### src/include/fb_defs.svh
`ifndef FB_DEFS_SVH
`define FB_DEFS_SVH

// video geometry, tiny for simulation
`define FB_H_ACTIVE 16
`define FB_H_FRONT 8
`define FB_H_SYNC 16
`define FB_H_BACK 176
`define FB_V_ACTIVE 8
`define FB_V_FRONT 1
`define FB_V_SYNC 2
`define FB_V_BACK 2

// sdram timing in clk cycles
`define FB_INIT_WAIT 20
`define FB_REFRESH_INTERVAL 200
`define FB_TRCD 2
`define FB_TRP 2
`define FB_TRFC 3

// request slots per arbiter client
`define FB_CREDITS 2

`endif

### src/verilog/sdram_pkg.sv
package sdram_pkg;

  // {cs, ras, cas, we}
  typedef enum logic [3:0] {
    CMD_NOP       = 4'b0111,
    CMD_ACTIVE    = 4'b0011,
    CMD_READ      = 4'b0101,
    CMD_WRITE     = 4'b0100,
    CMD_PRECHARGE = 4'b0010,
    CMD_REFRESH   = 4'b0001,
    CMD_LOAD_MODE = 4'b0000
  } sdram_cmd_e;

  typedef enum logic [3:0] {
    ST_INIT,
    ST_PRE_ALL,
    ST_INIT_REF,
    ST_MODE,
    ST_IDLE,
    ST_RCD,
    ST_RW,
    ST_CAS,
    ST_TRP,
    ST_REFRESH
  } ctrl_state_e;

  typedef struct packed {
    logic        wr;
    logic [12:0] row;
    logic [8:0]  col;
    logic [7:0]  data;
  } mem_req_t;

  typedef struct packed {
    logic [7:0] data;
  } mem_rsp_t;

endpackage

### src/verilog/video_pkg.sv
package video_pkg;

  // one bit per colour, low bits of an sdram byte
  typedef struct packed {
    logic r;
    logic g;
    logic b;
  } pixel_t;

  typedef struct packed {
    logic [3:0] x;
    logic [2:0] y;
    pixel_t     pix;
  } host_wr_t;

endpackage

### src/verilog/fb_writer.sv
`include "fb_defs.svh"

module fb_writer (
  input  logic                clk,
  input  logic                rst_n,
  input  video_pkg::host_wr_t host_wr,
  input  logic                host_wr_valid,
  output logic                host_credit,
  output sdram_pkg::mem_req_t wr_req,
  output logic                wr_req_valid,
  input  logic                wr_credit
);
  logic [21:0] addr;

  // linear pixel address, upper bits row and low 9 bits column
  assign addr = 22'(host_wr.y) * 22'(`FB_H_ACTIVE) + 22'(host_wr.x);

  // no local buffering so the tokens are shared with the host
  assign host_credit = wr_credit;

  always_ff @(posedge clk) begin
    if (!rst_n) begin
      wr_req_valid <= 1'b0;
    end else begin
      wr_req_valid <= host_wr_valid;
    end
  end

  always_ff @(posedge clk) begin
    if (host_wr_valid) begin
      wr_req.wr   <= 1'b1;
      wr_req.row  <= addr[21:9];
      wr_req.col  <= addr[8:0];
      wr_req.data <= {5'b0, host_wr.pix};
    end
  end

endmodule

### config.mk
export PLATFORM = sky130hd
export DESIGN_NAME = fb_writer
export DESIGN_NICKNAME = d
export VERILOG_FILES = /design/src/verilog/sdram_pkg.sv /design/src/verilog/video_pkg.sv /design/src/verilog/fb_writer.sv
export VERILOG_INCLUDE_DIRS = /design/src /design/src/include
export SDC_FILE = /design/constraint.sdc
export NUM_CORES = 1
export LEC_CHECK = 0
export BUFFER_PORTS_ARGS = -buffer_cell sky130_fd_sc_hd__buf_2
export CAP_MARGIN = 30
export CORE_MARGIN = 2
export CORE_UTILIZATION = 37
export DETAILED_ROUTE_END_ITERATION = 7
export HOLD_SLACK_MARGIN = 0.1
export PLACE_DENSITY = 0.81
export SYNTH_ARGS = -nofsm -noshare
export SYNTH_HDL_FRONTEND = slang
export SYNTH_SLANG_ARGS = --single-unit
### constraint.sdc
create_clock -name clk -period 0.8 [get_ports clk]
set_input_delay 0.12 -clock clk [delete_from_list [all_inputs] [get_ports clk]]
set_output_delay 0.12 -clock clk [all_outputs]
set_load 0.02 [all_outputs]
==> impl_results.md <==
- CP top delay family: flip-flops
- Crit path buffers/inverters: 1
- Final WL: 777 microns
- Element type at the critical path start: flip-flop
- Status: finished, violations left
- H-tree depth: 1
- Port buffer count: 23
- Pre-CTS setup slack: 0.1251 ns
- Layout Nets: 86
- Pwr dens: 1901 mW/mm^2
- Async SR Flop Fraction: 0%
- Most common cell in the netlist: buf_4
- Die H: 40.73 microns
- # IOs: 47
- Die Width: 40.73 microns
- Worst-path maximum fanout: 1
- Worst EP required: 0.68 ns
- Endpoints failing setup: 11
- Number of global-route vias before repair: approximately 260
- Max Slew Vio Count: 0
- DR vias: between 300 and 400
- Syn Area/Cell: around 14 sq um
- Post-CTS setup buffer count: 0
- Final period util: 114.7%
- First-pass GRT wire length: 1.090 mm
- Drt via density: between 3 and 4
- Initial antenna violation count: 0
- Antenna Violating Nets Remaining: 0
- CTS tree: done
- Largest net degree at the start of global routing: 12
- Share of cells above drive strength 1: 38.03%
- Dominant cell type by area after synthesis: edfxtp_1
- Drt initial violations: 2
- Seq cells post-synth: 11
- Dominant cells by area after synthesis: edfxtp_1 (60%), buf_4 (33%), dfxtp_1 (4.0%), conb_1 (1.5%), and2_1 (1.3%)
- Worst vdd ir: 0.9211 mV
- Post-synth top flop: edfxtp_1
- Max Cap Viol: 0
- WHS: 0.2287 ns
- Setup crit end kind: output pin
- Hold Path Class: primary input to flip-flop
- Critical path cell sequence: buf_6
- Layout fillers: 127
- Critical path's largest stage delay: 0.39 ns
- Fmax achieved: 1.089 GHz
- Clk root buf: clkbuf_4
- Distinct cells, synth: 5
- Die area: 0.001659 sq mm
- Num rows: 13
- RSZ-0062 raised after global routing: yes
- Min Clock Period, post-route: 0.9180 ns
- YS warnings: 0
- Final WS setup: -0.1180 ns
- CP arrival: about 0.8 ns
- Number of synthesized flops with an enable pin: 10
- DRC: 0
- Slowest CP cell: edfxtp_1
- Hpwl dp: just over 500 microns
- Setup TNS: -1.023 ns
- DR WL/cell: 9.035 microns
- Core area: 0.001285 sq mm
- Total track usage: 10.68%
- Synth cell count leaders: buf_4 (22), edfxtp_1 (10), conb_1 (2), and2_1 (1), dfxtp_1 (1)
- Core Util, Final: 54.63%
- Hold Path Stages: 1
- Pwr Total: ~1.3 mW
- Stages on the worst setup path: 1
- Cts bufs inserted: 3
- Final global-route overflow total: 0
- Initial Util: between 30% and 40%
- Clk sinks: 11
- DRT Pass-1 Iters: 2
- Final Hold Viols: 0
- Final GP Congestion: 0.5881
- Area share of the largest cell type after synthesis: 60.15%
- Setup CP Type: flip-flop to output pin
- Worst-path clk slew: 0.07 ns
- Syn Inst Count: 36
- Failing checks: setup timing
- Leakage: about 0.34 nW
- Synth Cell Area: roughly 500 sq um
- Clk buf depth: 2
- Antenna Cells: 0
- Post-synthesis sequential area ratio: 64.16%
- Area Overhead vs Synth: 40.60%
timing repair:
action	CTS	global route
hold endpoints to repair	11	0
resized for setup	5	4
endpoints found under the setup margin	11	11
hold buffers	11	0
state kept, by name (all words and copies together), names as in the netlist:
register      flops
wr_req           10
wr_req_valid      1
report_power, final:
group	internal [mW]	leakage (nW)	switching (mW)
Sequential	0.675	0.106	0.0125
Clock	0.192	0.0150	0.174
Combinational	0.101	0.216	0.179
Total	0.969	0.337	0.366
area by class of cell:
type                       instances  area, sq um  area share (%)
clock buffer                       4        26.28           3.743
multi-input combinational         22        85.08           12.12
sequential                        11        321.6           45.81
tap                               15        18.77           2.674
timing repair buffer              34        250.2           35.65
path summary, 6_finish.rpt:
kind | from | end
worst min-delay path | host_wr_valid | wr_req[9]$_DFFE_PP_
worst max-delay path | wr_req[12]$_DFFE_PP_ | wr_req[12]
through the flow:
step / cell area, sq um / cells
finish: 701.9 / 86
global route: 701.9 / 86
CTS: 689.4 / 86
detailed placement: 539.3 / 71
global placement: 539.3 / 71
floorplan: 570.5 / 55
layer usage:
layer | global-route usage [%] | part of all wire [%]
met3 | 3.261 | 9.9
met5 | 0 | 0
met1 | 12.03 | 31
met2 | 17.06 | 59
met4 | 7.500 | 0.77
cells in the final DEF, fill, tap and decap left out, drive strengths merged:
| master | count |
|---|---|
| conb | 21 |
| dlygate4sd3 | 11 |
| buf | 23 |
| clkbuf | 4 |
| and2 | 1 |
| edfxtp | 10 |
| dfxtp | 1 |
cells by family (layout without fill, tap and decap cells):
family / after synthesis / count (layout) / share of synthesized area (%)
flip-flops: 11 / 11 / 64.16
other: 2 / 21 / 1.504
AND/OR/NAND/NOR: 1 / 1 / 1.254
buffers and inverters: 22 / 38 / 33.08
(Power assumes the default switching activity.)
