`src/include/fb_defs.svh`:
```
`ifndef FB_DEFS_SVH
`define FB_DEFS_SVH

// video geometry, tiny for simulation
`define FB_H_ACTIVE 16
`define FB_H_FRONT 8
`define FB_H_SYNC 16
`define FB_H_BACK 176
`define FB_V_ACTIVE 8
`define FB_V_FRONT 1
`define FB_V_SYNC 2
`define FB_V_BACK 2

// sdram timing in clk cycles
`define FB_INIT_WAIT 20
`define FB_REFRESH_INTERVAL 200
`define FB_TRCD 2
`define FB_TRP 2
`define FB_TRFC 3

// request slots per arbiter client
`define FB_CREDITS 2

`endif

```
`src/verilog/sdram_pkg.sv`:
```
package sdram_pkg;

  // {cs, ras, cas, we}
  typedef enum logic [3:0] {
    CMD_NOP       = 4'b0111,
    CMD_ACTIVE    = 4'b0011,
    CMD_READ      = 4'b0101,
    CMD_WRITE     = 4'b0100,
    CMD_PRECHARGE = 4'b0010,
    CMD_REFRESH   = 4'b0001,
    CMD_LOAD_MODE = 4'b0000
  } sdram_cmd_e;

  typedef enum logic [3:0] {
    ST_INIT,
    ST_PRE_ALL,
    ST_INIT_REF,
    ST_MODE,
    ST_IDLE,
    ST_RCD,
    ST_RW,
    ST_CAS,
    ST_TRP,
    ST_REFRESH
  } ctrl_state_e;

  typedef struct packed {
    logic        wr;
    logic [12:0] row;
    logic [8:0]  col;
    logic [7:0]  data;
  } mem_req_t;

  typedef struct packed {
    logic [7:0] data;
  } mem_rsp_t;

endpackage

```
`src/verilog/sdram_arbiter.sv`:
```
`include "fb_defs.svh"

module req_fifo #(
  parameter int DEPTH = 2
) (
  input  logic                clk,
  input  logic                rst_n,
  input  sdram_pkg::mem_req_t din,
  input  logic                push,
  input  logic                pop,
  output sdram_pkg::mem_req_t dout,
  output logic                not_empty
);
  localparam int AW = (DEPTH > 1) ? $clog2(DEPTH) : 1;

  sdram_pkg::mem_req_t mem [DEPTH];
  logic [AW-1:0] wptr;
  logic [AW-1:0] rptr;
  logic [AW:0]   count;

  assign dout      = mem[rptr];
  assign not_empty = (count != '0);

  always_ff @(posedge clk) begin
    if (push) begin
      mem[wptr] <= din;
    end
  end

  always_ff @(posedge clk) begin
    if (!rst_n) begin
      wptr  <= '0;
      rptr  <= '0;
      count <= '0;
    end else begin
      if (push) begin
        wptr <= (wptr == AW'(DEPTH - 1)) ? '0 : wptr + 1'b1;
      end
      if (pop) begin
        rptr <= (rptr == AW'(DEPTH - 1)) ? '0 : rptr + 1'b1;
      end
      count <= count + (AW+1)'(push) - (AW+1)'(pop);
    end
  end

  // a push into a full fifo means a client spent a credit it did not hold
  a_no_overflow: assert property (@(posedge clk) disable iff (!rst_n)
    push |-> (count < (AW+1)'(DEPTH)) || pop);

endmodule

module sdram_arbiter (
  input  logic                clk,
  input  logic                rst_n,
  input  sdram_pkg::mem_req_t wr_req,
  input  logic                wr_req_valid,
  output logic                wr_credit,
  input  sdram_pkg::mem_req_t rd_req,
  input  logic                rd_req_valid,
  output logic                rd_credit,
  output sdram_pkg::mem_req_t ctrl_req,
  output logic                ctrl_req_valid,
  input  logic                ctrl_ready
);
  sdram_pkg::mem_req_t wr_head;
  sdram_pkg::mem_req_t rd_head;
  logic wr_ne;
  logic rd_ne;
  logic pop_wr;
  logic pop_rd;

  req_fifo #(.DEPTH(`FB_CREDITS)) i_wr_fifo (
    .clk(clk), .rst_n(rst_n), .din(wr_req), .push(wr_req_valid),
    .pop(pop_wr), .dout(wr_head), .not_empty(wr_ne)
  );

  req_fifo #(.DEPTH(`FB_CREDITS)) i_rd_fifo (
    .clk(clk), .rst_n(rst_n), .din(rd_req), .push(rd_req_valid),
    .pop(pop_rd), .dout(rd_head), .not_empty(rd_ne)
  );

  // scan-out always wins
  assign ctrl_req       = rd_ne ? rd_head : wr_head;
  assign ctrl_req_valid = rd_ne | wr_ne;
  assign pop_rd         = ctrl_ready & rd_ne;
  assign pop_wr         = ctrl_ready & ~rd_ne & wr_ne;

  always_ff @(posedge clk) begin
    if (!rst_n) begin
      wr_credit <= 1'b0;
      rd_credit <= 1'b0;
    end else begin
      wr_credit <= pop_wr;
      rd_credit <= pop_rd;
    end
  end

endmodule

```
`config.mk`:
```
export PLATFORM = sky130hd
export DESIGN_NAME = sdram_arbiter
export DESIGN_NICKNAME = d
export VERILOG_FILES = /design/src/verilog/sdram_pkg.sv /design/src/verilog/sdram_arbiter.sv
export VERILOG_INCLUDE_DIRS = /design/src /design/src/include
export SDC_FILE = /design/constraint.sdc
export NUM_CORES = 1
export LEC_CHECK = 0
export ABC_CLOCK_PERIOD_IN_PS = 2100
export BUFFER_PORTS_ARGS = -buffer_cell sky130_fd_sc_hd__buf_2
export CORE_MARGIN = 1.5
export CORE_UTILIZATION = 50
export CTS_CLUSTER_DIAMETER = 30
export DETAILED_ROUTE_END_ITERATION = 8
export PLACE_DENSITY = 0.73
export SLEW_MARGIN = 20
export SYNTH_ARGS = -nofsm -noshare
export SYNTH_HDL_FRONTEND = slang
export SYNTH_HIERARCHICAL = 1
export SYNTH_SLANG_ARGS = --single-unit
```
`constraint.sdc`:
```
create_clock -name clk -period 2.1 [get_ports clk]
set_input_delay 0.315 -clock clk [delete_from_list [all_inputs] [get_ports clk]]
set_output_delay 0.315 -clock clk [all_outputs]
set_load 0.02 [all_outputs]
```
==> results of run 1 <==
cells in the mapped netlist:
cell type / number / area share, %
nor2b_1: 6 / 0.68
ha_1: 4 / 0.91
and3b_1: 1 / 0.16
and3_1: 1 / 0.11
xor2_1: 2 / 0.32
inv_1: 4 / 0.27
xnor3_1: 2 / 0.82
o21a_1: 2 / 0.27
and2_1: 9 / 1.0
edfxtp_1: 124 / 68
buf_6: 8 / 1.6
mux2_4: 25 / 6.8
dfxtp_1: 12 / 4.4
buf_12: 2 / 0.73
mux2_2: 68 / 14
and4b_1: 1 / 0.18
or2_2: 3 / 0.34
power by group through the flow:
stage | clock (mW) | sequential, mW | combinational [mW]
floorplan | 0 | 3.29 | 2.33
global placement | 0 | 3.27 | 2.86
detailed placement | 0 | 3.29 | 2.89
CTS | 2.84 | 3.24 | 3.14
global route | 2.96 | 3.29 | 4.10
finish | 2.80 | 3.27 | 3.89
sequential cells by signal (all words and copies together) (netlist names), named ones only:
register         cells
i_rd_fifo/mem       62
i_wr_fifo/mem       62
i_rd_fifo/count      2
i_wr_fifo/count      2
i_rd_fifo/rptr       1
i_rd_fifo/wptr       1
i_wr_fifo/rptr       1
i_wr_fifo/wptr       1
rd_credit            1
wr_credit            1
cells by family (layout without fill, tap and decap cells):
| kind of cell | count (synthesis) | in the layout | synth area share [%] |
|---|---|---|---|
| mux | 93 | 93 | 20.7 |
| compound gates | 2 | 2 | 0.272 |
| flops | 136 | 136 | 71.9 |
| buf+inv | 14 | 215 | 2.63 |
| xor+xnor | 4 | 4 | 1.13 |
| other cells | 0 | 1 | 0 |
| simple gates | 21 | 21 | 2.50 |
| fa+ha+maj | 4 | 4 | 0.907 |
per-layer routing:
metal / wire, um / vias to the layer above / track usage, %
li1: - / 1442 / -
met1: 4730 / 1532 / 20.3
met2: 6060 / 99 / 34.8
met3: 575 / 8 / 6.75
met4: 63 / 0 / 6.67
met5: 0 / - / 0
final timing paths:
kind,startpoint,end,slack (ns),cells after the start
setup / recovery,flop,ctrl_req[19],-0.07,4
hold reg to reg,i_wr_fifo/rptr,flop,0.57,2
setup reg to reg,i_rd_fifo/count[1],i_wr_fifo/count[1],0.25,8
hold / removal,ctrl_ready,rd_credit,0.10,2
critical path, cell delays in order, from the launching register on:
cell	delay [ns]
dfxtp_4	0.43
clkbuf_16	0.18
mux2_2	0.34
mux2_4	0.26
buf_6	0.13
layout make-up:
class	instances	share of cell area [%]
Sequential cell	136	50.8
Timing Repair Buffer	179	20.3
Multi-Input combinational cell	124	19.2
Clock buffer	17	5.29
Tap cell	140	2.24
Clock inverter	15	1.95
Inverter	4	0.192
Antenna cell	1	0.0320
repair_timing:
item | in CTS | in global routing
cloned | 0 | 6
hold buffers | 62 | 0
endpoints found under the hold margin | 124 | 0
pin swaps | 0 | 1
setup endpoints to repair | 32 | 32
buffers inserted | 0 | 1
resized for setup | 15 | 65
==> results.json, run 1 <==
{
  "seqPwrFrac_pct": 32.8,
  "hold_violations": 0,
  "preCtsSetupSlack_ns": 0.369,
  "insertion_delay_ns": 0.51,
  "fmax_mhz": 461,
  "critPathLaunchType": "flop",
  "setup_viol": 31,
  "first_iter_violations": 172,
  "grt_pass1_vias": 3247,
  "routabilityCongestion": 0.732,
  "layout-drive-gt1-share_pct": 52.8,
  "n_fill_cell": 638,
  "stdcell_area_sq_um": 7820,
  "worst_slack_ns": -0.0699,
  "yosys_warnings": 6,
  "clk_path_buf_depth": 2,
  "start_util_pct": 51.1,
  "clock-sinks": 136,
  "ir_worst_vdd_v": 0.000772,
  "dieArea_sq_um": 11700,
  "holdWs_ns": 0.102,
  "grt-ovfl-total": 0,
  "p_leak_nw": 3.07,
  "dpl-instance-area_sq_um": 6220,
  "layout_commonest_cell": "edfxtp_1",
  "io_pins": 101,
  "grt_usage_pct": 19.0,
  "rows": 38,
  "critPathCaptureType": "primary output",
  "pwr-share-comb_pct": 39.1,
  "design.final.nets": 533,
  "final.setup.tns_ns": -1.33,
  "multi_input_area_sq_um": 1500,
  "routed_wl_mm": 11.4,
  "clock-root-buffer": "clkbuf_8",
  "rsz0062_at_grt": "yes",
  "worstPathRequired_ns": 1.78,
  "cts_tree": "done",
  "netlist_area_sq_um": 5520,
  "power.internal_mw": 7.09,
  "power.density_nw_per_um2": 1270,
  "areaGrowthSynthToFinish_pct": 41.9,
  "avgSynthCellArea_sq_um": 20.1,
  "firstDrtPassIters": 4,
  "coreArea_sq_um": 10800,
  "synth_cells": 274,
  "wire_per_inst_um": 18.6,
  "portBuffers": 100,
  "final_cell_mix": "edfxtp_1 (124), buf_2 (79), dlygate4sd3_1 (62)",
  "ys_ff_latch": 136,
  "via_count": 3081,
  "cap_viol_max_count": 0,
  "antenna_found_initial": 1,
  "clk_pin_slew_worst_paths_ns": 0.06,
  "power_mw": 9.96,
  "sw_frac_of_total_pct": 28.8,
  "p_switching_mw": 2.87,
  "violations": "negative setup slack",
  "synth_fp_nets": 345,
  "hold_class": "in2reg",
  "dieHeight_um": 108,
  "criticalPathCategory": "reg2out",
  "arrival_ns": 1.85,
  "worst-path-max-fanout": 5,
  "seqCellArea_sq_um": 3970,
  "dp_cells": 514,
  "clkPwrFrac_pct": 28.1,
  "cts_made_buffers": 17,
  "final.min_clock_period_ns": 2.17,
  "tightest_slew_ns": 0.520,
  "seq_area_frac_synth_pct": 71.9,
  "synth.distinct_cells": 17,
  "final_cell_count_no_fill": 616,
  "dp_hpwl_mm": 6.18,
  "die_w_um": 108,
  "fin_util_pct": 72.5,
  "via_per_inst": 5.00,
  "antenna_left": 0,
  "max_slew_margin_pct": 65.3,
  "grt_max_degree": 23,
  "maxSlewViolCount": 0,
  "grt_pass1_wl_mm": 15.9,
  "skew_ns": 0.00781,
  "outcome": "finished, violations left",
  "min_period_over_period_pct": 103,
  "drc": 0,
  "htreeDepth": 4
}
Power figures use the tool's default switching activity.
==> inputs of run 2 (changes only) <==
--- a/config.mk
+++ b/config.mk
@@ -7,12 +7,12 @@
 export NUM_CORES = 1
 export LEC_CHECK = 0
 export ABC_CLOCK_PERIOD_IN_PS = 2100
-export BUFFER_PORTS_ARGS = -buffer_cell sky130_fd_sc_hd__buf_2
 export CORE_MARGIN = 1.5
 export CORE_UTILIZATION = 50
 export CTS_CLUSTER_DIAMETER = 30
 export DETAILED_ROUTE_END_ITERATION = 8
-export PLACE_DENSITY = 0.73
+export DONT_BUFFER_PORTS = 1
+export PLACE_DENSITY = 0.65
 export SLEW_MARGIN = 20
 export SYNTH_ARGS = -nofsm -noshare
 export SYNTH_HDL_FRONTEND = slang
==> run 2 against run 1 <==
The run now ends clean; setup slack better by 0.13 ns; fmax is 6.1% higher; clock power is 15% higher; clock skew is 0.0013 ns higher; first-iteration DRC count is 24% lower; sequential power hardly changed; largest cell class unchanged.
==> results.json, run 2 (synthesized netlist as in run 1, its figures left out) <==
{
  "outcome": "finished, final reports clean",
  "drc": 0,
  "endpoint": "ctrl_req[17]",
  "critPathLaunchType": "flop",
  "preCtsSetupSlack_ns": 0.423,
  "dp_hpwl_mm": 5.89,
  "first_iter_violations": 130,
  "clk_pin_slew_worst_paths_ns": 0.06,
  "top_regs": "i_rd_fifo/mem (62), i_wr_fifo/mem (62)",
  "min_period_over_period_pct": 97.4,
  "skew_ns": 0.00908,
  "grt_pass1_vias": 2876,
  "worst_r2r_endpoint": "i_wr_fifo/count[1]",
  "layout_commonest_cell": "edfxtp_1",
  "worst-path-max-fanout": 9,
  "grt_pass1_wl_mm": 14.9,
  "clk_path_buf_depth": 2,
  "power.density_nw_per_um2": 1310,
  "clock-sinks": 136,
  "layout-drive-gt1-share_pct": 38.4,
  "areaGrowthSynthToFinish_pct": 29.1,
  "die_w_um": 108,
  "setup_viol": 0,
  "antenna_found_initial": 0,
  "power_mw": 9.32,
  "arrival_ns": 1.73,
  "firstDrtPassIters": 6,
  "tightest_slew_ns": 0.454,
  "post_cts.repair.setup_buffers": 0,
  "antenna_cells": 0,
  "maxSlewViolCount": 0,
  "grt-ovfl-total": 0,
  "htreeDepth": 4,
  "dieHeight_um": 108,
  "dieArea_sq_um": 11700,
  "reg2reg_depth": 7,
  "start_util_pct": 51.1,
  "antenna_left": 0,
  "worstPathRequired_ns": 1.78,
  "final.min_clock_period_ns": 2.04,
  "wire_per_inst_um": 19.2,
  "grt_max_degree": 26,
  "hold_violations": 0,
  "design.final.nets": 431,
  "clock-root-buffer": "clkbuf_8",
  "p_leak_nw": 2.58,
  "hold_class": "in2reg",
  "critPathCaptureType": "primary output",
  "coreArea_sq_um": 10800,
  "ir_worst_vdd_v": 0.000710,
  "routabilityCongestion": 0.759,
  "io_pins": 101,
  "r2r_start": "i_wr_fifo/count[0]",
  "fmax_mhz": 489,
  "via_per_inst": 5.23,
  "final_cell_mix": "edfxtp_1 (124), dlygate4sd3_1 (65), mux2_2 (61)",
  "worst_slack_ns": 0.0552,
  "cap_viol_max_count": 0,
  "via_count": 2680,
  "portBuffers": 0,
  "cts_made_buffers": 17,
  "rsz0062_at_grt": "yes",
  "criticalPathCategory": "reg2out",
  "holdCritStartpoint": "rd_req_valid",
  "grt_usage_pct": 18.0,
  "reg2reg_slack_ns": 0.41,
  "rows": 38,
  "insertion_delay_ns": 0.52,
  "routed_wl_mm": 9.84,
  "cts_tree": "done",
  "max_slew_margin_pct": 69.7
}
run 2: changes by cell type in the layout (fill, tap and decap cells not counted), sizes merged:
cell / previous run / this run
inv: 6 / 4
bufinv: 2 / 6
clkbuf: 22 / 19
clkinv: 7 / 3
diode: 1 / 0
dlygate4sd3: 62 / 65
buf: 112 / 11
run 2: final cells by class:
type,instances,area [sq um]
sequential,136,3970
fill,739,3670
multi-input combinational,124,1460
timing repair buffer,77,861
clock buffer,18,418
clock inverter,13,228
tap,140,175
inverter,4,15.0
run 2: routing by layer:
metal	vias up	wire, um	share of wire [%]	track usage [%]
met2	85	5080	52	29.7
met3	12	591	6.0	6.81
li1	1238	-	-	-
met4	0	108	1.1	7.89
met5	-	0	0	0
met1	1345	4060	41	21.1
run 2: critical path, cell delays in order, from the launching register on:
cell and delay, ns:
dfxtp_4 0.40, clkbuf_16 0.17, mux2_2 0.34, mux2_4 0.30
run 2: metrics by stage:
| stage | cells | hold slack (ns) | cell area [sq um] | util [%] | setup TNS, ns |
|---|---|---|---|---|---|
| after floorplan | 274 | 0.414 | 5520 | - | 0 |
| after detailed placement | 415 | 0.414 | 5700 | 52.8 | 0 |
| after global placement | 415 | 0.414 | 5700 | 52.8 | 0 |
| after CTS | 511 | 0.00500 | 7030 | 65.2 | -0.000979 |
| after global routing | 512 | 0.0172 | 7120 | 66.0 | -0.00712 |
| final | 512 | 0.0325 | 7120 | 66.0 | 0 |
run 2: timing repair:
item	in CTS	in global routing
hold buffers	65	0
endpoints found under the hold margin	136	0
pin swaps	0	0
endpoints found under the setup margin	32	32
cloned	0	1
resized for setup	9	17
run 2: worst min-delay path by stage:
stage / end / slack (ns) / cells after the start
2_1_floorplan: i_rd_fifo/mem[0][0] / 0.41 / 0
3_3_place_gp: i_rd_fifo/mem[0][23] / 0.41 / 0
3_5_place_dp: i_rd_fifo/mem[1][24] / 0.41 / 0
4_1_cts: i_wr_fifo/count[0] / 0.005 / 2
5_1_grt: i_rd_fifo/wptr / 0.02 / 2
6_report: i_rd_fifo/wptr / 0.03 / 2
run 2: where the power goes:
part	switching (mW)	internal, mW
combinational	1.40	1.45
clock	1.05	2.15
sequential	0.0893	3.17
==> inputs of run 3 (changes only) <==
--- a/config.mk
+++ b/config.mk
@@ -13,6 +13,7 @@
 export DETAILED_ROUTE_END_ITERATION = 8
 export DONT_BUFFER_PORTS = 1
 export PLACE_DENSITY = 0.65
+export SKIP_CTS_REPAIR_TIMING = 1
 export SLEW_MARGIN = 20
 export SYNTH_ARGS = -nofsm -noshare
 export SYNTH_HDL_FRONTEND = slang
==> constraint.sdc (replaced) <==
create_clock -name clk -period 2.1 [get_ports clk]
set_input_delay 0.315 -clock clk [delete_from_list [all_inputs] [get_ports clk]]
set_output_delay 0.315 -clock clk [all_outputs]
set_load 0.01 [all_outputs]
==> run 3 against run 2 <==
Fmax up 0.30%; non-clock buffer count increased by 1; highest routed layer unchanged; wire length increased by 3.7%; sequential power barely moved; hold slack got worse by 0.0045 ns; clock skew fell by 0.0014 ns; sequential cell count unchanged; largest cell class unchanged; count of clock-buffer cells in the layout is 4 higher.
==> results.json, run 3 (synthesized netlist as in run 1, its figures left out) <==
{
  "outcome": "finished, final reports clean",
  "preCtsSetupSlack_ns": 0.377,
  "antenna_left": 0,
  "arrival_ns": 1.72,
  "tightest_slew_ns": 0.416,
  "antenna_found_initial": 1,
  "layout_commonest_cell": "edfxtp_1",
  "power.density_nw_per_um2": 1230,
  "min_period_over_period_pct": 97.1,
  "design.final.nets": 432,
  "final_cell_mix": "edfxtp_1 (124), mux2_2 (67), dlygate4sd3_1 (64)",
  "rows": 38,
  "worst_r2r_endpoint": "i_wr_fifo/count[1]",
  "reg2reg_depth": 7,
  "routabilityCongestion": 0.716,
  "final_cell_count_no_fill": 515,
  "hold_class": "in2reg",
  "hold_violations": 0,
  "holdCritStartpoint": "wr_req_valid",
  "cts_tree": "done",
  "worstPathRequired_ns": 1.78,
  "criticalPathCategory": "reg2out",
  "path_cells": "clkbuf_16, mux2_2, mux2_4",
  "cap_viol_max_count": 0,
  "cp_slowest_stage_delay_ns": 0.41,
  "layout-drive-gt1-share_pct": 39.0,
  "rsz0062_at_grt": "yes",
  "power_mw": 8.67,
  "firstDrtPassIters": 4,
  "final.min_clock_period_ns": 2.04,
  "maxSlewViolCount": 0,
  "p_leak_nw": 2.55,
  "portBuffers": 0,
  "clk_pin_slew_worst_paths_ns": 0.06,
  "critical_path_buf_inv_count": 1,
  "hold_depth": 2,
  "routed_wl_mm": 10.2,
  "ir_worst_vdd_v": 0.000875,
  "max_slew_margin_pct": 72.3,
  "crit_family": "multiplexers",
  "grt_pass1_vias": 2607,
  "fmax_mhz": 491,
  "worst_slack_ns": 0.0613,
  "wire_per_inst_um": 19.8,
  "io_pins": 101,
  "skew_ns": 0.00768,
  "clock-sinks": 136,
  "areaGrowthSynthToFinish_pct": 27.8,
  "n_fill_cell": 739,
  "start_util_pct": 51.1,
  "grt_max_degree": 26,
  "slowest_stage": "dfxtp_4",
  "drc": 0,
  "setup_viol": 0,
  "grt_usage_pct": 17.5,
  "die_w_um": 108,
  "dp_hpwl_mm": 6.09,
  "coreArea_sq_um": 10800,
  "cts_made_buffers": 17,
  "dp_cells": 415,
  "reg2reg_slack_ns": 0.35,
  "top_regs": "i_rd_fifo/mem (62), i_wr_fifo/mem (62)",
  "clk_path_buf_depth": 2,
  "insertion_delay_ns": 0.51,
  "via_count": 2700,
  "critPathLaunchType": "flop",
  "first_iter_violations": 122,
  "critPathCaptureType": "primary output",
  "holdPathEnd": "i_wr_fifo/wptr",
  "dieArea_sq_um": 11700,
  "htreeDepth": 4,
  "grt_pass1_wl_mm": 14.3,
  "worst-path-max-fanout": 9,
  "clock-root-buffer": "clkbuf_8",
  "via_per_inst": 5.24,
  "grt-ovfl-total": 0,
  "r2r_start": "i_rd_fifo/count[1]",
  "dieHeight_um": 108
}
[run 3: cell count changes in the layout (fill, tap and decap cells not counted), sizes merged]
cell,previous run,this run
buf,11,13
bufinv,6,2
clkbuf,19,23
clkinv,3,5
clkinvlp,4,2
diode,0,1
dlygate4sd3,65,64
inv,4,5
[run 3: stage by stage]
step	area, sq um	hold WS [ns]	utilization [%]	TNS (ns)
after floorplan	5520	0.414	-	0
after global placement	5710	0.414	52.9	0
after detailed placement	5710	0.414	52.9	0
after CTS	6320	-0.132	58.6	-1.29
after global routing	7050	0.00783	65.3	-0.00315
final	7050	0.0280	65.3	0
[run 3: worst max path at each step]
stage               cells past startpoint                  to
finish                                  3        ctrl_req[10]
global route                            3        ctrl_req[30]
CTS                                     3         ctrl_req[0]
detailed placement                      7  i_wr_fifo/count[1]
global placement                        7  i_wr_fifo/count[1]
floorplan                               9  i_wr_fifo/count[1]
[run 3: cell type report]
type                       instances  area (sq um)  area share (%)
inverter                           4          15.0           0.213
multi-input combinational        124          1430            20.2
antenna                            1          2.50          0.0355
clock buffer                      22           497            7.05
tap                              140           175            2.48
sequential                       136          3970            56.3
timing repair buffer              78           850            12.0
clock inverter                    10           113            1.60
[run 3: worst reg2reg max path: stages, from the launching register on]
cell and delay [ns]:
dfxtp_1 0.32, or2_2 0.31, and3b_1 0.28, ha_1 0.25, inv_1 0.06, ha_1 0.15, xnor3_1 0.22, nor2b_1 0.10
[run 3: power by group]
part	switching, mW	internal (mW)	total, mW
combinational	1.10	1.35	2.45
clock	1.06	1.90	2.96
sequential	0.0882	3.17	3.26
[run 3: per-layer routing]
metal	vias to the layer above	global-route usage (%)	part of all wire (%)	wire [um]
met5	-	0	0	0
met1	1377	19.6	41	4210
met4	0	6.77	0.64	65
met3	5	8.50	6.0	612
li1	1238	-	-	-
met2	80	28.8	52	5320
