--- config.mk ---
export PLATFORM = sky130hd
export DESIGN_NAME = scanout
export DESIGN_NICKNAME = d
export VERILOG_FILES = /design/src/verilog/sdram_pkg.sv /design/src/verilog/video_pkg.sv /design/src/verilog/scanout.sv
export VERILOG_INCLUDE_DIRS = /design/src /design/src/include
export SDC_FILE = /design/constraint.sdc
export NUM_CORES = 1
export LEC_CHECK = 0
export BUFFER_PORTS_ARGS = -buffer_cell sky130_fd_sc_hd__buf_2
export CORE_ASPECT_RATIO = 0.6
export CORE_MARGIN = 5
export CORE_UTILIZATION = 32
export DETAILED_ROUTE_END_ITERATION = 8
export PLACE_DENSITY_LB_ADDON = 0.08
export SETUP_SLACK_MARGIN = 0.5
export SLEW_MARGIN = 20
export SYNTH_ARGS = -nofsm -noshare
export SYNTH_HDL_FRONTEND = slang
export SYNTH_SLANG_ARGS = --single-unit
--- constraint.sdc ---
create_clock -name clk -period 4.32 [get_ports clk]
set_input_delay 1.296 -clock clk [delete_from_list [all_inputs] [get_ports clk]]
set_output_delay 1.296 -clock clk [all_outputs]
set_load 0.01 [all_outputs]
--- src/include/fb_defs.svh ---
`ifndef FB_DEFS_SVH
`define FB_DEFS_SVH

// video geometry, tiny for simulation
`define FB_H_ACTIVE 16
`define FB_H_FRONT 8
`define FB_H_SYNC 16
`define FB_H_BACK 176
`define FB_V_ACTIVE 8
`define FB_V_FRONT 1
`define FB_V_SYNC 2
`define FB_V_BACK 2

// sdram timing in clk cycles
`define FB_INIT_WAIT 20
`define FB_REFRESH_INTERVAL 200
`define FB_TRCD 2
`define FB_TRP 2
`define FB_TRFC 3

// request slots per arbiter client
`define FB_CREDITS 2

`endif

--- src/verilog/sdram_pkg.sv ---
package sdram_pkg;

  // {cs, ras, cas, we}
  typedef enum logic [3:0] {
    CMD_NOP       = 4'b0111,
    CMD_ACTIVE    = 4'b0011,
    CMD_READ      = 4'b0101,
    CMD_WRITE     = 4'b0100,
    CMD_PRECHARGE = 4'b0010,
    CMD_REFRESH   = 4'b0001,
    CMD_LOAD_MODE = 4'b0000
  } sdram_cmd_e;

  typedef enum logic [3:0] {
    ST_INIT,
    ST_PRE_ALL,
    ST_INIT_REF,
    ST_MODE,
    ST_IDLE,
    ST_RCD,
    ST_RW,
    ST_CAS,
    ST_TRP,
    ST_REFRESH
  } ctrl_state_e;

  typedef struct packed {
    logic        wr;
    logic [12:0] row;
    logic [8:0]  col;
    logic [7:0]  data;
  } mem_req_t;

  typedef struct packed {
    logic [7:0] data;
  } mem_rsp_t;

endpackage

--- src/verilog/video_pkg.sv ---
package video_pkg;

  // one bit per colour, low bits of an sdram byte
  typedef struct packed {
    logic r;
    logic g;
    logic b;
  } pixel_t;

  typedef struct packed {
    logic [3:0] x;
    logic [2:0] y;
    pixel_t     pix;
  } host_wr_t;

endpackage

--- src/verilog/scanout.sv ---
`include "fb_defs.svh"

module scanout (
  input  logic                clk,
  input  logic                rst_n,
  output sdram_pkg::mem_req_t rd_req,
  output logic                rd_req_valid,
  input  logic                rd_credit,
  input  sdram_pkg::mem_rsp_t rsp,
  input  logic                rsp_valid,
  output logic                vga_hs,
  output logic                vga_vs,
  output logic                vga_r,
  output logic                vga_g,
  output logic                vga_b
);
  localparam logic [7:0] H_ACT  = 8'(`FB_H_ACTIVE);
  localparam logic [7:0] HS_BEG = 8'(`FB_H_ACTIVE + `FB_H_FRONT);
  localparam logic [7:0] HS_END = 8'(`FB_H_ACTIVE + `FB_H_FRONT + `FB_H_SYNC);
  localparam logic [7:0] H_TOT  = 8'(`FB_H_ACTIVE + `FB_H_FRONT + `FB_H_SYNC + `FB_H_BACK);
  localparam logic [3:0] V_ACT  = 4'(`FB_V_ACTIVE);
  localparam logic [3:0] VS_BEG = 4'(`FB_V_ACTIVE + `FB_V_FRONT);
  localparam logic [3:0] VS_END = 4'(`FB_V_ACTIVE + `FB_V_FRONT + `FB_V_SYNC);
  localparam logic [3:0] V_TOT  = 4'(`FB_V_ACTIVE + `FB_V_FRONT + `FB_V_SYNC + `FB_V_BACK);

  video_pkg::pixel_t line_buf [2*`FB_H_ACTIVE];
  video_pkg::pixel_t shown;
  logic [7:0] h_cnt;
  logic [3:0] v_cnt;
  logic [2:0] fetch_y;
  logic [3:0] fetch_x;
  logic [3:0] rsp_x;
  logic [1:0] credits;
  logic       fetching;
  logic       rsp_done;
  logic       primed;
  logic       fetch_start;
  logic       issue;
  logic       active;

  // line n+1 is fetched while line n blanks, line 0 in the last vblank line
  assign fetch_start = (h_cnt == H_ACT) && ((v_cnt < V_ACT - 1'b1) || (v_cnt == V_TOT - 1'b1));
  assign issue  = fetching && (credits != 0);
  assign active = (h_cnt < H_ACT) && (v_cnt < V_ACT);
  assign shown  = line_buf[{v_cnt[0], h_cnt[3:0]}];

  always_ff @(posedge clk) begin
    if (!rst_n) begin
      h_cnt        <= '0;
      v_cnt        <= '0;
      vga_hs       <= 1'b1;
      vga_vs       <= 1'b1;
      {vga_r, vga_g, vga_b} <= 3'b000;
      fetching     <= 1'b0;
      fetch_x      <= '0;
      fetch_y      <= '0;
      rsp_x        <= '0;
      rsp_done     <= 1'b0;
      primed       <= 1'b0;
      credits      <= 2'(`FB_CREDITS);
      rd_req_valid <= 1'b0;
    end else begin
      h_cnt <= (h_cnt == H_TOT - 1'b1) ? '0 : h_cnt + 1'b1;
      if (h_cnt == H_TOT - 1'b1) begin
        v_cnt <= (v_cnt == V_TOT - 1'b1) ? '0 : v_cnt + 1'b1;
      end
      vga_hs <= !((h_cnt >= HS_BEG) && (h_cnt < HS_END));
      vga_vs <= !((v_cnt >= VS_BEG) && (v_cnt < VS_END));
      {vga_r, vga_g, vga_b} <= active ? shown : 3'b000;

      if (fetch_start) begin
        fetching <= 1'b1;
        fetch_x  <= '0;
        fetch_y  <= (v_cnt == V_TOT - 1'b1) ? 3'd0 : 3'(v_cnt + 1'b1);
        rsp_x    <= '0;
        rsp_done <= 1'b0;
        primed   <= 1'b1;
      end else if (issue) begin
        fetch_x <= fetch_x + 1'b1;
        if (fetch_x == 4'(`FB_H_ACTIVE - 1)) begin
          fetching <= 1'b0;
        end
      end
      rd_req_valid <= issue;
      credits <= credits - 2'(issue) + 2'(rd_credit);

      if (rsp_valid) begin
        rsp_x <= rsp_x + 1'b1;
        if (rsp_x == 4'(`FB_H_ACTIVE - 1)) begin
          rsp_done <= 1'b1;
        end
      end
    end
  end

  always_ff @(posedge clk) begin
    if (issue) begin
      rd_req.wr   <= 1'b0;
      rd_req.row  <= '0;
      rd_req.col  <= 9'({fetch_y, fetch_x});
      rd_req.data <= '0;
    end
    if (rsp_valid) begin
      line_buf[{fetch_y[0], rsp_x}] <= rsp.data[2:0];
    end
  end

  // the whole next line must be back before it is shown
  a_line_ready: assert property (@(posedge clk) disable iff (!rst_n)
    (primed && h_cnt == '0 && v_cnt < V_ACT) |-> rsp_done);

endmodule

==> flow_metrics.env, run 1 <==
export IMPL_outcome="completed"
export IMPL_ys_flop_type="edfxtp_1"
export IMPL_first_iter_violations=224
export IMPL_yosysSeqAreaShare=0.6423
export IMPL_path_max_fanout=15
export IMPL_fin_crit_ns=2.542
export IMPL_start_kind="flop"
export IMPL_syn_mean_instance_area_um2=14.61
export IMPL_syn_cell_area_um2=5813
export IMPL_final_setup_tns_ns=0
export IMPL_grt_use_total=0.1211
export IMPL_synth_top_family_by_area="multiplexers"
export IMPL_wl_mm=12.18
export IMPL_portBuffers=19
export IMPL_synth_compound_area_frac=0.04111
export IMPL_num_nets_final=447
export IMPL_tightest_slew_ns=0.9575
export IMPL_vias=3133
export IMPL_first_global_vias=3147
export IMPL_grt_max_degree=33
export IMPL_vias_per_cell=4.641
export IMPL_synthXorXnorAreaFrac=0.01808
export IMPL_fin_cells=675
export IMPL_finalSetupViolCount=0
export IMPL_yosys_register_bits=135
export IMPL_ios=49
export IMPL_drc=0
export IMPL_cp_slowest_cell="dfxtp_1"
export IMPL_avgRoutedWirePerCell_um=18.05
export IMPL_dpl_cell_count=643
export IMPL_cp_depth=6
export IMPL_crit_family="flip-flops"
export IMPL_crit_buf_inv=1
export IMPL_hold_class="reg -> reg"
export IMPL_r2r_slack_ns=1.78
export IMPL_hold_buffers=0
export IMPL_p_per_area_nw_per_um2=463.3
export IMPL_cts_buffer_depth=2
export IMPL_die_w_um=184
export IMPL_muxShareOfSynthArea=0.1160
export IMPL_dp_hpwl_mm=8.273
export IMPL_clkLatencyLatePin_ns=0.41
export IMPL_antenna_found_initial=0
export IMPL_syn2layout_area_growth_pct=14.49
export IMPL_cts_max_level=4
export IMPL_critPathLaunch="h_cnt[1]$_SDFF_PP0_"
export IMPL_cts_tree="done"
export IMPL_crit_path_end_kind="flop"
export IMPL_clock_root_buffer="clkbuf_16"
export IMPL_cp_arrival_ns=2.88
export IMPL_yosys_warnings=0
export IMPL_critPathCapture="v_cnt[2]$_SDFFE_PN0N_"
export IMPL_synth_edff_count=103
export IMPL_max_stage_delay_ns=0.94
export IMPL_synth_fa_ha_area_frac=0.02798
export IMPL_relSlewSlack=0.3608
export IMPL_initial_core_util=0.3234
export IMPL_power_leakage_nw=2.321
export IMPL_drv_cap=0
export IMPL_synthArstFlopShare=0
export IMPL_grt_pass1_wl_mm=18.92
export IMPL_rsz0062_at_grt="false"
export IMPL_gp_congestion=0.7360
export IMPL_fmaxAchievable_ghz=0.3934
export IMPL_cts_sinks=135
export IMPL_clkTransAtPathRegs_ns=0.06
export IMPL_slew_violations=0
export IMPL_post_cts_buffers=0
export IMPL_drive_gt1_frac=0.1839
export IMPL_fin_skew_ns=0.008631
export IMPL_cts_repair_resized=0
export IMPL_critPathKind="reg -> reg"
export IMPL_antenna_cells=0
export IMPL_first_pass_iters=4
export IMPL_ant_nets=0
export IMPL_yosys_area_share_simple=0.09944
export IMPL_rows=38
export IMPL_die_h_um=114.4
export IMPL_reg2reg_depth=6
export IMPL_worst_r2r_endpoint="v_cnt[2]$_SDFFE_PN0N_"
export IMPL_nFillCells=1723
export IMPL_grt_overflow_total=0
export IMPL_core_area_um2=17970
export IMPL_cts_buffers_inserted=17
export IMPL_yosysUniqueCellTypes=47
export IMPL_syn_inst=398
export IMPL_die_area_um2=21050
export IMPL_required_ns=4.66
export IMPL_cp_cell_sequence="buf_4 > ha_1 > and3_1 > nand3_2 > or3b_1 > a21boi_0"
export IMPL_max_vdd_ir_drop_uv=216.1
export IMPL_reg2reg_from="h_cnt[1]$_SDFF_PP0_"
export IMPL_period_share=0.5884
export IMPL_finalHoldViolCount=0
-- layout by cell type (no fill, tap or decap), types with 7 or more instances in the layout --
master and n:
conb_1 24, nor2b_1 7, nor2_1 51, edfxtp_1 103
clkbuf_16 17, ha_1 13, nand3_1 11, inv_1 10
nand2_1 21, buf_2 19, mux4_2 18, xor2_1 8
dfxtp_1 31, mux2i_1 13
-- cells in the mapped netlist (5+ instances only) --
| master | n | area, µm² |
|---|---|---|
| a21boi_0 | 5 | 37.54 |
| and3_1 | 5 | 31.28 |
| buf_4 | 26 | 195.2 |
| clkbuf_1 | 7 | 26.28 |
| dfxtp_1 | 32 | 640.6 |
| edfxtp_1 | 103 | 3093 |
| ha_1 | 13 | 162.7 |
| inv_1 | 10 | 37.54 |
| mux2i_1 | 13 | 130.1 |
| mux4_2 | 18 | 405.4 |
| nand2_1 | 21 | 78.83 |
| nand3_1 | 11 | 55.05 |
| nand3b_1 | 5 | 37.54 |
| nor2_1 | 51 | 191.4 |
| nor2b_1 | 7 | 43.79 |
| o21ai_0 | 5 | 25.02 |
| xor2_1 | 8 | 70.07 |
-- through the flow --
step / worst slack, ns / hold slack [ns] / utilization / area (µm²) / power, mW
final: 1.778 / 0.4320 / 0.3703 / 6655 / 3.083
after detailed placement: 1.675 / 0.4208 / 0.3363 / 6043 / 1.615
after floorplan: 2.056 / 0.4064 / - / 5899 / 1.574
after CTS: 1.689 / 0.4351 / 0.3703 / 6655 / 3.117
after global routing: 1.503 / 0.4465 / 0.3703 / 6655 / 3.184
after global placement: 1.694 / 0.4157 / 0.3363 / 6043 / 1.614
-- where the power goes --
part           internal (mW)  total, mW  switching [mW]
clock                  0.963       1.50           0.536
combinational         0.0643      0.156          0.0915
sequential              1.41       1.43          0.0207
total                   2.43       3.08           0.648
-- cell type report --
cell class              instances  area, µm²  area share
multi-input cells             235       1849      0.2779
inverters                      11      41.29    0.006204
clock inverters                13      178.9     0.02688
flip-flops and latches        135       3735      0.5612
repair buffers                 22      117.6     0.01767
clock buffers                  19      432.9     0.06505
well taps                     240      300.3     0.04512
-- registers in the layout, summed over array words and instances (netlist names) --
signal and flops:
line_buf 96, h_cnt 8, rd_req 7, fetch_x 4
rsp_x 4, v_cnt 4, fetch_y 3, credits 2
fetching 1, rd_req_valid 1, vga_b 1, vga_g 1
vga_hs 1, vga_r 1, vga_vs 1
-- layer usage --
layer / up-vias / track usage / wire (µm)
met1: 1592 / 0.1918 / 6499
met5: - / 0 / 0
met4: 0 / 0.03545 / 117
met3: 10 / 0.02730 / 510
met2: 60 / 0.1633 / 5054
li1: 1471 / - / -
-- logic make-up after synthesis --
family          after synthesis
compound gates               30
xor+xnor                     12
fa+ha+maj                    13
buf+inv                      51
flops                       135
mux                          38
other cells                   1
simple gates                118
-- worst min-delay path by stage --
stage,start,endpoint,depth (start not counted)
global route,fetch_y[1]$_SDFFE_PN0P_,rd_req[13]$_DFFE_PP_,0
floorplan,fetch_y[0]$_SDFFE_PN0P_,rd_req[12]$_DFFE_PP_,0
detailed placement,fetch_y[1]$_SDFFE_PN0P_,rd_req[13]$_DFFE_PP_,0
finish,fetch_y[1]$_SDFFE_PN0P_,rd_req[13]$_DFFE_PP_,0
CTS,fetch_y[1]$_SDFFE_PN0P_,rd_req[13]$_DFFE_PP_,0
global placement,fetch_y[1]$_SDFFE_PN0P_,rd_req[13]$_DFFE_PP_,0
Power figures use the tool's default switching activity.
==> run 2: changes to the inputs <==
--- a/config.mk
+++ b/config.mk
@@ -6,6 +6,7 @@
 export SDC_FILE = /design/constraint.sdc
 export NUM_CORES = 1
 export LEC_CHECK = 0
+export ABC_AREA = 1
 export BUFFER_PORTS_ARGS = -buffer_cell sky130_fd_sc_hd__buf_2
 export CORE_ASPECT_RATIO = 0.6
 export CORE_MARGIN = 5
==> constraint.sdc (replaced) <==
create_clock -name clk -period 2.3 [get_ports clk]
set_input_delay 0.69 -clock clk [delete_from_list [all_inputs] [get_ports clk]]
set_output_delay 0.69 -clock clk [all_outputs]
set_load 0.01 [all_outputs]
==> run 2 against run 1 <==
Cell count increased by 32%. Register-to-register slack lost 1.2 ns. Critical path depth is 2 lower. Die area grew 2.7%. Non-clock buffer count up 11. Sequential power grew 87%. Largest power group unchanged.
==> flow_metrics.env, run 2 <==
export IMPL_first_iter_violations=296
export IMPL_die_area_um2=21620
export IMPL_fmaxAchievable_ghz=0.5847
export IMPL_grt_use_total=0.1388
export IMPL_crit_family="simple AND/OR/NAND/NOR gates"
export IMPL_syn_cell_area_um2=5983
export IMPL_multiInputGateArea_um2=1843
export IMPL_cts_tree="done"
export IMPL_yosysUniqueCellTypes=34
export IMPL_path_max_fanout=8
export IMPL_hold_class="reg -> reg"
export IMPL_nFillCells=1796
export IMPL_synthTopCellsByArea="edfxtp_1, dfxtp_1, nand2_1, nor2_1, nand3_1"
export IMPL_crit_buf_inv=1
export IMPL_cp_cell_sequence="inv_1 > ha_1 > nand2_1 > nor2_1"
export IMPL_crit_path_end_kind="flop"
export IMPL_fin_skew_ns=0.01001
export IMPL_cts_repair_resized=1
export IMPL_max_vdd_ir_drop_uv=468.9
export IMPL_antenna_cells=0
export IMPL_initial_core_util=0.3286
export IMPL_cts_max_level=4
export IMPL_final_cell_mix="nand2_1, edfxtp_1, nor2_1, nand3_1, inv_1"
export IMPL_synth_common_cells="nand2_1, edfxtp_1, nor2_1, nand3_1, inv_1"
export IMPL_tightest_slew_ns=0.5762
export IMPL_gp_congestion=0.7763
export IMPL_power_leakage_nw=2.748
export IMPL_start_kind="flop"
export IMPL_ys_flop_type="edfxtp_1"
export IMPL_vias=4094
export IMPL_first_pass_iters=4
export IMPL_ff_latch_area_um2=3737
export IMPL_drive_gt1_frac=0.1279
export IMPL_rows=38
export IMPL_die_h_um=115.9
export IMPL_clkLatencyLatePin_ns=0.41
export IMPL_clock_root_buffer="clkbuf_16"
export IMPL_post_cts_buffers=0
export IMPL_synth_most_common_cell="nand2_1"
export IMPL_fin_area_um2=6919
export IMPL_finalSetupViolCount=0
export IMPL_die_w_um=186.5
export IMPL_grt_max_degree=47
export IMPL_outcome="completed"
export IMPL_slew_violations=0
export IMPL_required_ns=2.38
export IMPL_relSlewSlack=0.6149
export IMPL_critPathKind="reg -> reg"
export IMPL_wl_mm=14.72
export IMPL_final_util=0.3800
export IMPL_period_share=0.7436
export IMPL_vias_per_cell=4.605
export IMPL_cts_sinks=135
export IMPL_finalHoldViolCount=0
export IMPL_yosysTopAreaCellShare=0.5169
export IMPL_hold_buffers=0
export IMPL_fin_crit_ns=1.710
export IMPL_core_area_um2=18210
export IMPL_dp_hpwl_mm=9.801
export IMPL_syn_inst=604
export IMPL_largest_reg_flops=96
export IMPL_place_area_um2=6290
export IMPL_wl_met1_mm=7.928
export IMPL_num_nets_final=661
export IMPL_grt_overflow_total=0
export IMPL_syn_mean_instance_area_um2=9.906
export IMPL_layout_commonest_cell="nand2_1"
export IMPL_yosys_register_bits=135
export IMPL_p_per_area_nw_per_um2=845.8
export IMPL_top_layer="met4"
export IMPL_cp_arrival_ns=1.79
export IMPL_rsz0062_at_grt="true"
export IMPL_portBuffers=19
export IMPL_synth_area_leader_cell="edfxtp_1"
export IMPL_drc=0
export IMPL_grt_pass1_wl_mm=22.93
export IMPL_antenna_found_initial=0
export IMPL_avgRoutedWirePerCell_um=16.56
export IMPL_route_met2_wl_mm=6.109
export IMPL_finalPower_mw=5.852
export IMPL_final_setup_tns_ns=0
export IMPL_syn2layout_area_growth_pct=15.64
export IMPL_drv_cap=0
export IMPL_ios=49
export IMPL_clkTransAtPathRegs_ns=0.06
export IMPL_met3_length_um=616
export IMPL_cp_slowest_cell="nor2_1"
export IMPL_max_stage_delay_ns=0.41
export IMPL_cts_buffers_inserted=17
export IMPL_synth_edff_count=103
export IMPL_first_global_vias=4039
export IMPL_synthArstFlopShare=0
export IMPL_yosysSeqAreaShare=0.6240
export IMPL_cts_buffer_depth=2
export IMPL_ant_nets=0
export IMPL_yosys_warnings=0
## run 2: cell types whose count changed after synthesis, moves of 13 or more
cell	before	now
nor2_1	51	101
o21ai_0	5	28
mux2i_1	13	0
inv_1	10	44
mux4_2	18	0
nand3_1	11	48
a21oi_1	4	19
nand2_1	21	127
## run 2: path summary, 6_finish.rpt
path | cells after the start | endpoint | startpoint | slack (ns)
hold / removal | 0 | rd_req[13]$_DFFE_PP_ | fetch_y[1]$_SDFFE_PN0P_ | 0.44
setup / recovery | 4 | line_buf[0][1]$_DFFE_PP_ | rsp_x[0]$_SDFFE_PN0P_ | 0.59
hold reg to reg | 0 | rd_req[13]$_DFFE_PP_ | fetch_y[1]$_SDFFE_PN0P_ | 0.44
setup reg to reg | 4 | line_buf[0][1]$_DFFE_PP_ | rsp_x[0]$_SDFFE_PN0P_ | 0.59
## run 2: stage by stage
step                      hold WS (ns)  setup slack (ns)  cells
after detailed placement        0.4395            0.2944    857
final                           0.4413            0.5898    889
after floorplan                 0.4082            0.6286    627
after global placement          0.4194            0.3319    857
after CTS                       0.4455            0.5639    889
after global routing            0.4585            0.4860    889
## run 2: cell type report
cell class | instances | share of cell area
well taps | 240 | 0.04340
inverters | 51 | 0.02839
clock inverters | 12 | 0.01844
flip-flops and latches | 135 | 0.5401
repair buffers | 33 | 0.03255
clock buffers | 20 | 0.07071
multi-input cells | 398 | 0.2664
## run 2: power by group
| group | total, mW | internal, mW | switching (mW) | leakage, nW |
|---|---|---|---|---|
| logic | 0.387 | 0.110 | 0.276 | 1.26 |
| clock network | 2.80 | 1.68 | 1.12 | 0.300 |
| registers | 2.67 | 2.64 | 0.0234 | 1.19 |
| total | 5.85 | 4.43 | 1.42 | 2.75 |
## run 2: kinds of logic (layout without fill, tap and decap cells)
| group | count (synthesis) | count (layout) | synth area share |
|---|---|---|---|
| xor+xnor | 4 | 4 | 0.005855 |
| other cells | 1 | 24 | 0.0006268 |
| flops | 135 | 135 | 0.6240 |
| simple gates | 297 | 297 | 0.2062 |
| compound gates | 60 | 60 | 0.05249 |
| fa+ha+maj | 13 | 13 | 0.02719 |
| buf+inv | 94 | 116 | 0.08365 |
## run 2: metal layers
layer	global-route usage	vias to the layer above
li1	-	2028
met1	0.2121	1962
met2	0.2010	96
met3	0.02649	8
met4	0.03833	0
met5	0	-
==> run 3: changes to the inputs <==
==> constraint.sdc (replaced) <==
create_clock -name clk -period 1.5 [get_ports clk]
set_input_delay 0.45 -clock clk [delete_from_list [all_inputs] [get_ports clk]]
set_output_delay 0.45 -clock clk [all_outputs]
set_load 0.01 [all_outputs]
==> run 3 against run 2 <==
Routed wire length grew 13%. Cell area grew 21%. Non-clock buffer count grew 52. Global-route usage grew 0.80 points. Sequential power grew 54%. The run now ends with setup timing left. Critical endpoint is now fetch_y[1]$_SDFFE_PN0P_. Register-to-register slack lost 0.60 ns. Worst setup slack lost 0.60 ns. Flip-flop and latch count is the same. Die area is the same. Largest power group is now registers. Combinational power grew 150%.
==> flow_metrics.env, run 3 (synthesis results as in run 2) <==
export IMPL_first_iter_violations=291
export IMPL_rows=38
export IMPL_syn2layout_area_growth_pct=40.15
export IMPL_final_cell_mix="nand2_1, edfxtp_1, nor2_1, nor2_4, buf_4"
export IMPL_dp_hpwl_mm=10.09
export IMPL_clock_root_buffer="clkbuf_16"
export IMPL_fin_area_um2=8386
export IMPL_cts_buffers_inserted=17
export IMPL_met3_length_um=800
export IMPL_die_h_um=115.9
export IMPL_ios=49
export IMPL_max_vdd_ir_drop_uv=716.8
export IMPL_clkLatencyLatePin_ns=0.43
export IMPL_cts_max_level=4
export IMPL_wl_mm=16.67
export IMPL_vias=4418
export IMPL_path_max_fanout=6
export IMPL_hold_class="in -> reg"
export IMPL_vias_per_cell=4.680
export IMPL_first_global_vias=4163
export IMPL_drv_cap=0
export IMPL_cts_sinks=135
export IMPL_num_nets_final=716
export IMPL_finalSetupViolCount=2
export IMPL_start_kind="flop"
export IMPL_cp_arrival_ns=1.86
export IMPL_nFillCells=1700
export IMPL_clkTransAtPathRegs_ns=0.06
export IMPL_initial_core_util=0.3286
export IMPL_fin_cells=944
export IMPL_grt_pass1_wl_mm=23.79
export IMPL_die_area_um2=21620
export IMPL_cts_tree="done"
export IMPL_die_w_um=186.5
export IMPL_core_area_um2=18210
export IMPL_largest_reg_flops=96
export IMPL_dpl_cell_count=870
export IMPL_cts_buffer_depth=2
export IMPL_grt_max_degree=33
export IMPL_violations="setup timing"
export IMPL_antenna_cells=0
export IMPL_setup_ws_ns=-0.01374
export IMPL_grt_overflow_total=0
export IMPL_avgRoutedWirePerCell_um=17.66
export IMPL_power_leakage_nw=3.151
export IMPL_required_ns=1.84
export IMPL_gp_congestion=0.8157
export IMPL_drc=0
export IMPL_antenna_found_initial=0
export IMPL_grt_use_total=0.1468
export IMPL_place_area_um2=7101
export IMPL_drive_gt1_frac=0.3665
export IMPL_ant_nets=0
export IMPL_period_share=1.009
export IMPL_route_met2_wl_mm=6.852
export IMPL_layout_commonest_cell="nand2_1"
export IMPL_p_per_area_nw_per_um2=1070
export IMPL_outcome="finished with violations"
export IMPL_multiInputGateArea_um2=2621
export IMPL_crit_path_end_kind="flop"
export IMPL_finalHoldViolCount=0
export IMPL_fin_skew_ns=0.009742
export IMPL_hold_buffers=0
export IMPL_wl_met1_mm=8.825
export IMPL_top_layer="met4"
export IMPL_fin_crit_ns=1.514
export IMPL_rsz0062_at_grt="true"
export IMPL_slew_violations=0
export IMPL_hold_slack_ns=0.3481
export IMPL_fmaxAchievable_ghz=0.6606
export IMPL_critPathKind="reg -> reg"
export IMPL_first_pass_iters=4
export IMPL_portBuffers=19
export IMPL_ff_latch_area_um2=3774
==> run 3: through the flow <==
stage               worst slack [ns]  power, mW    util  TNS [ns]
global placement             0.01546      4.926  0.3899         0
floorplan                     0.1202      4.714       -         0
finish                      -0.01374      8.972  0.4605  -0.02284
global route                -0.08707      9.320  0.4605   -0.7036
CTS                          0.05988      8.939  0.4356         0
detailed placement          0.009308      4.936  0.3899         0
==> run 3: report_power, final <==
group | total [mW] | switching [mW] | internal, mW
sequential | 4.10 | 0.0491 | 4.05
clock | 3.92 | 1.54 | 2.38
combinational | 0.952 | 0.577 | 0.375
total | 8.97 | 2.17 | 6.81
==> run 3: cell type report <==
class | count | share of cell area
sequential | 135 | 0.4500
tap | 240 | 0.03581
clock inverter | 10 | 0.009400
timing repair buffer | 85 | 0.1024
timing repair inverter | 2 | 0.002387
inverter | 51 | 0.03089
multi-input combinational | 399 | 0.3126
clock buffer | 22 | 0.05655
==> run 3: repair_timing <==
action	CTS	global route
pin swaps	21	15
setup buffers	14	22
setup endpoints to repair	145	140
gates resized for setup	38	69
cloned	2	4
==> run 3: path summary, 6_finish.rpt <==
path                           startpoint                 endpoint  slack [ns]  depth (start not counted)
setup / recovery    v_cnt[0]$_SDFFE_PN0N_  fetch_y[1]$_SDFFE_PN0P_       -0.01                          8
hold / removal                  rd_credit    credits[0]$_SDFF_PN0_        0.35                          4
setup reg to reg    v_cnt[0]$_SDFFE_PN0N_  fetch_y[1]$_SDFFE_PN0P_       -0.01                          8
hold reg to reg   fetch_y[1]$_SDFFE_PN0P_     rd_req[13]$_DFFE_PP_        0.43                          0
==> run 3: per-layer routing <==
| metal | vias up | GRT usage |
|---|---|---|
| met2 | 101 | 0.2037 |
| met3 | 11 | 0.03251 |
| met1 | 2156 | 0.2237 |
| li1 | 2150 | - |
| met4 | 0 | 0.05337 |
| met5 | - | 0 |
==> run 3: critical path, stage by stage (launching register included) <==
cell and delay [ns]:
dfxtp_4 0.38, inv_8 0.08, ha_4 0.13, nand3_4 0.09, nand2_2 0.08, nand4_1 0.20, buf_6 0.23, nor2b_1 0.13
nor3_1 0.12
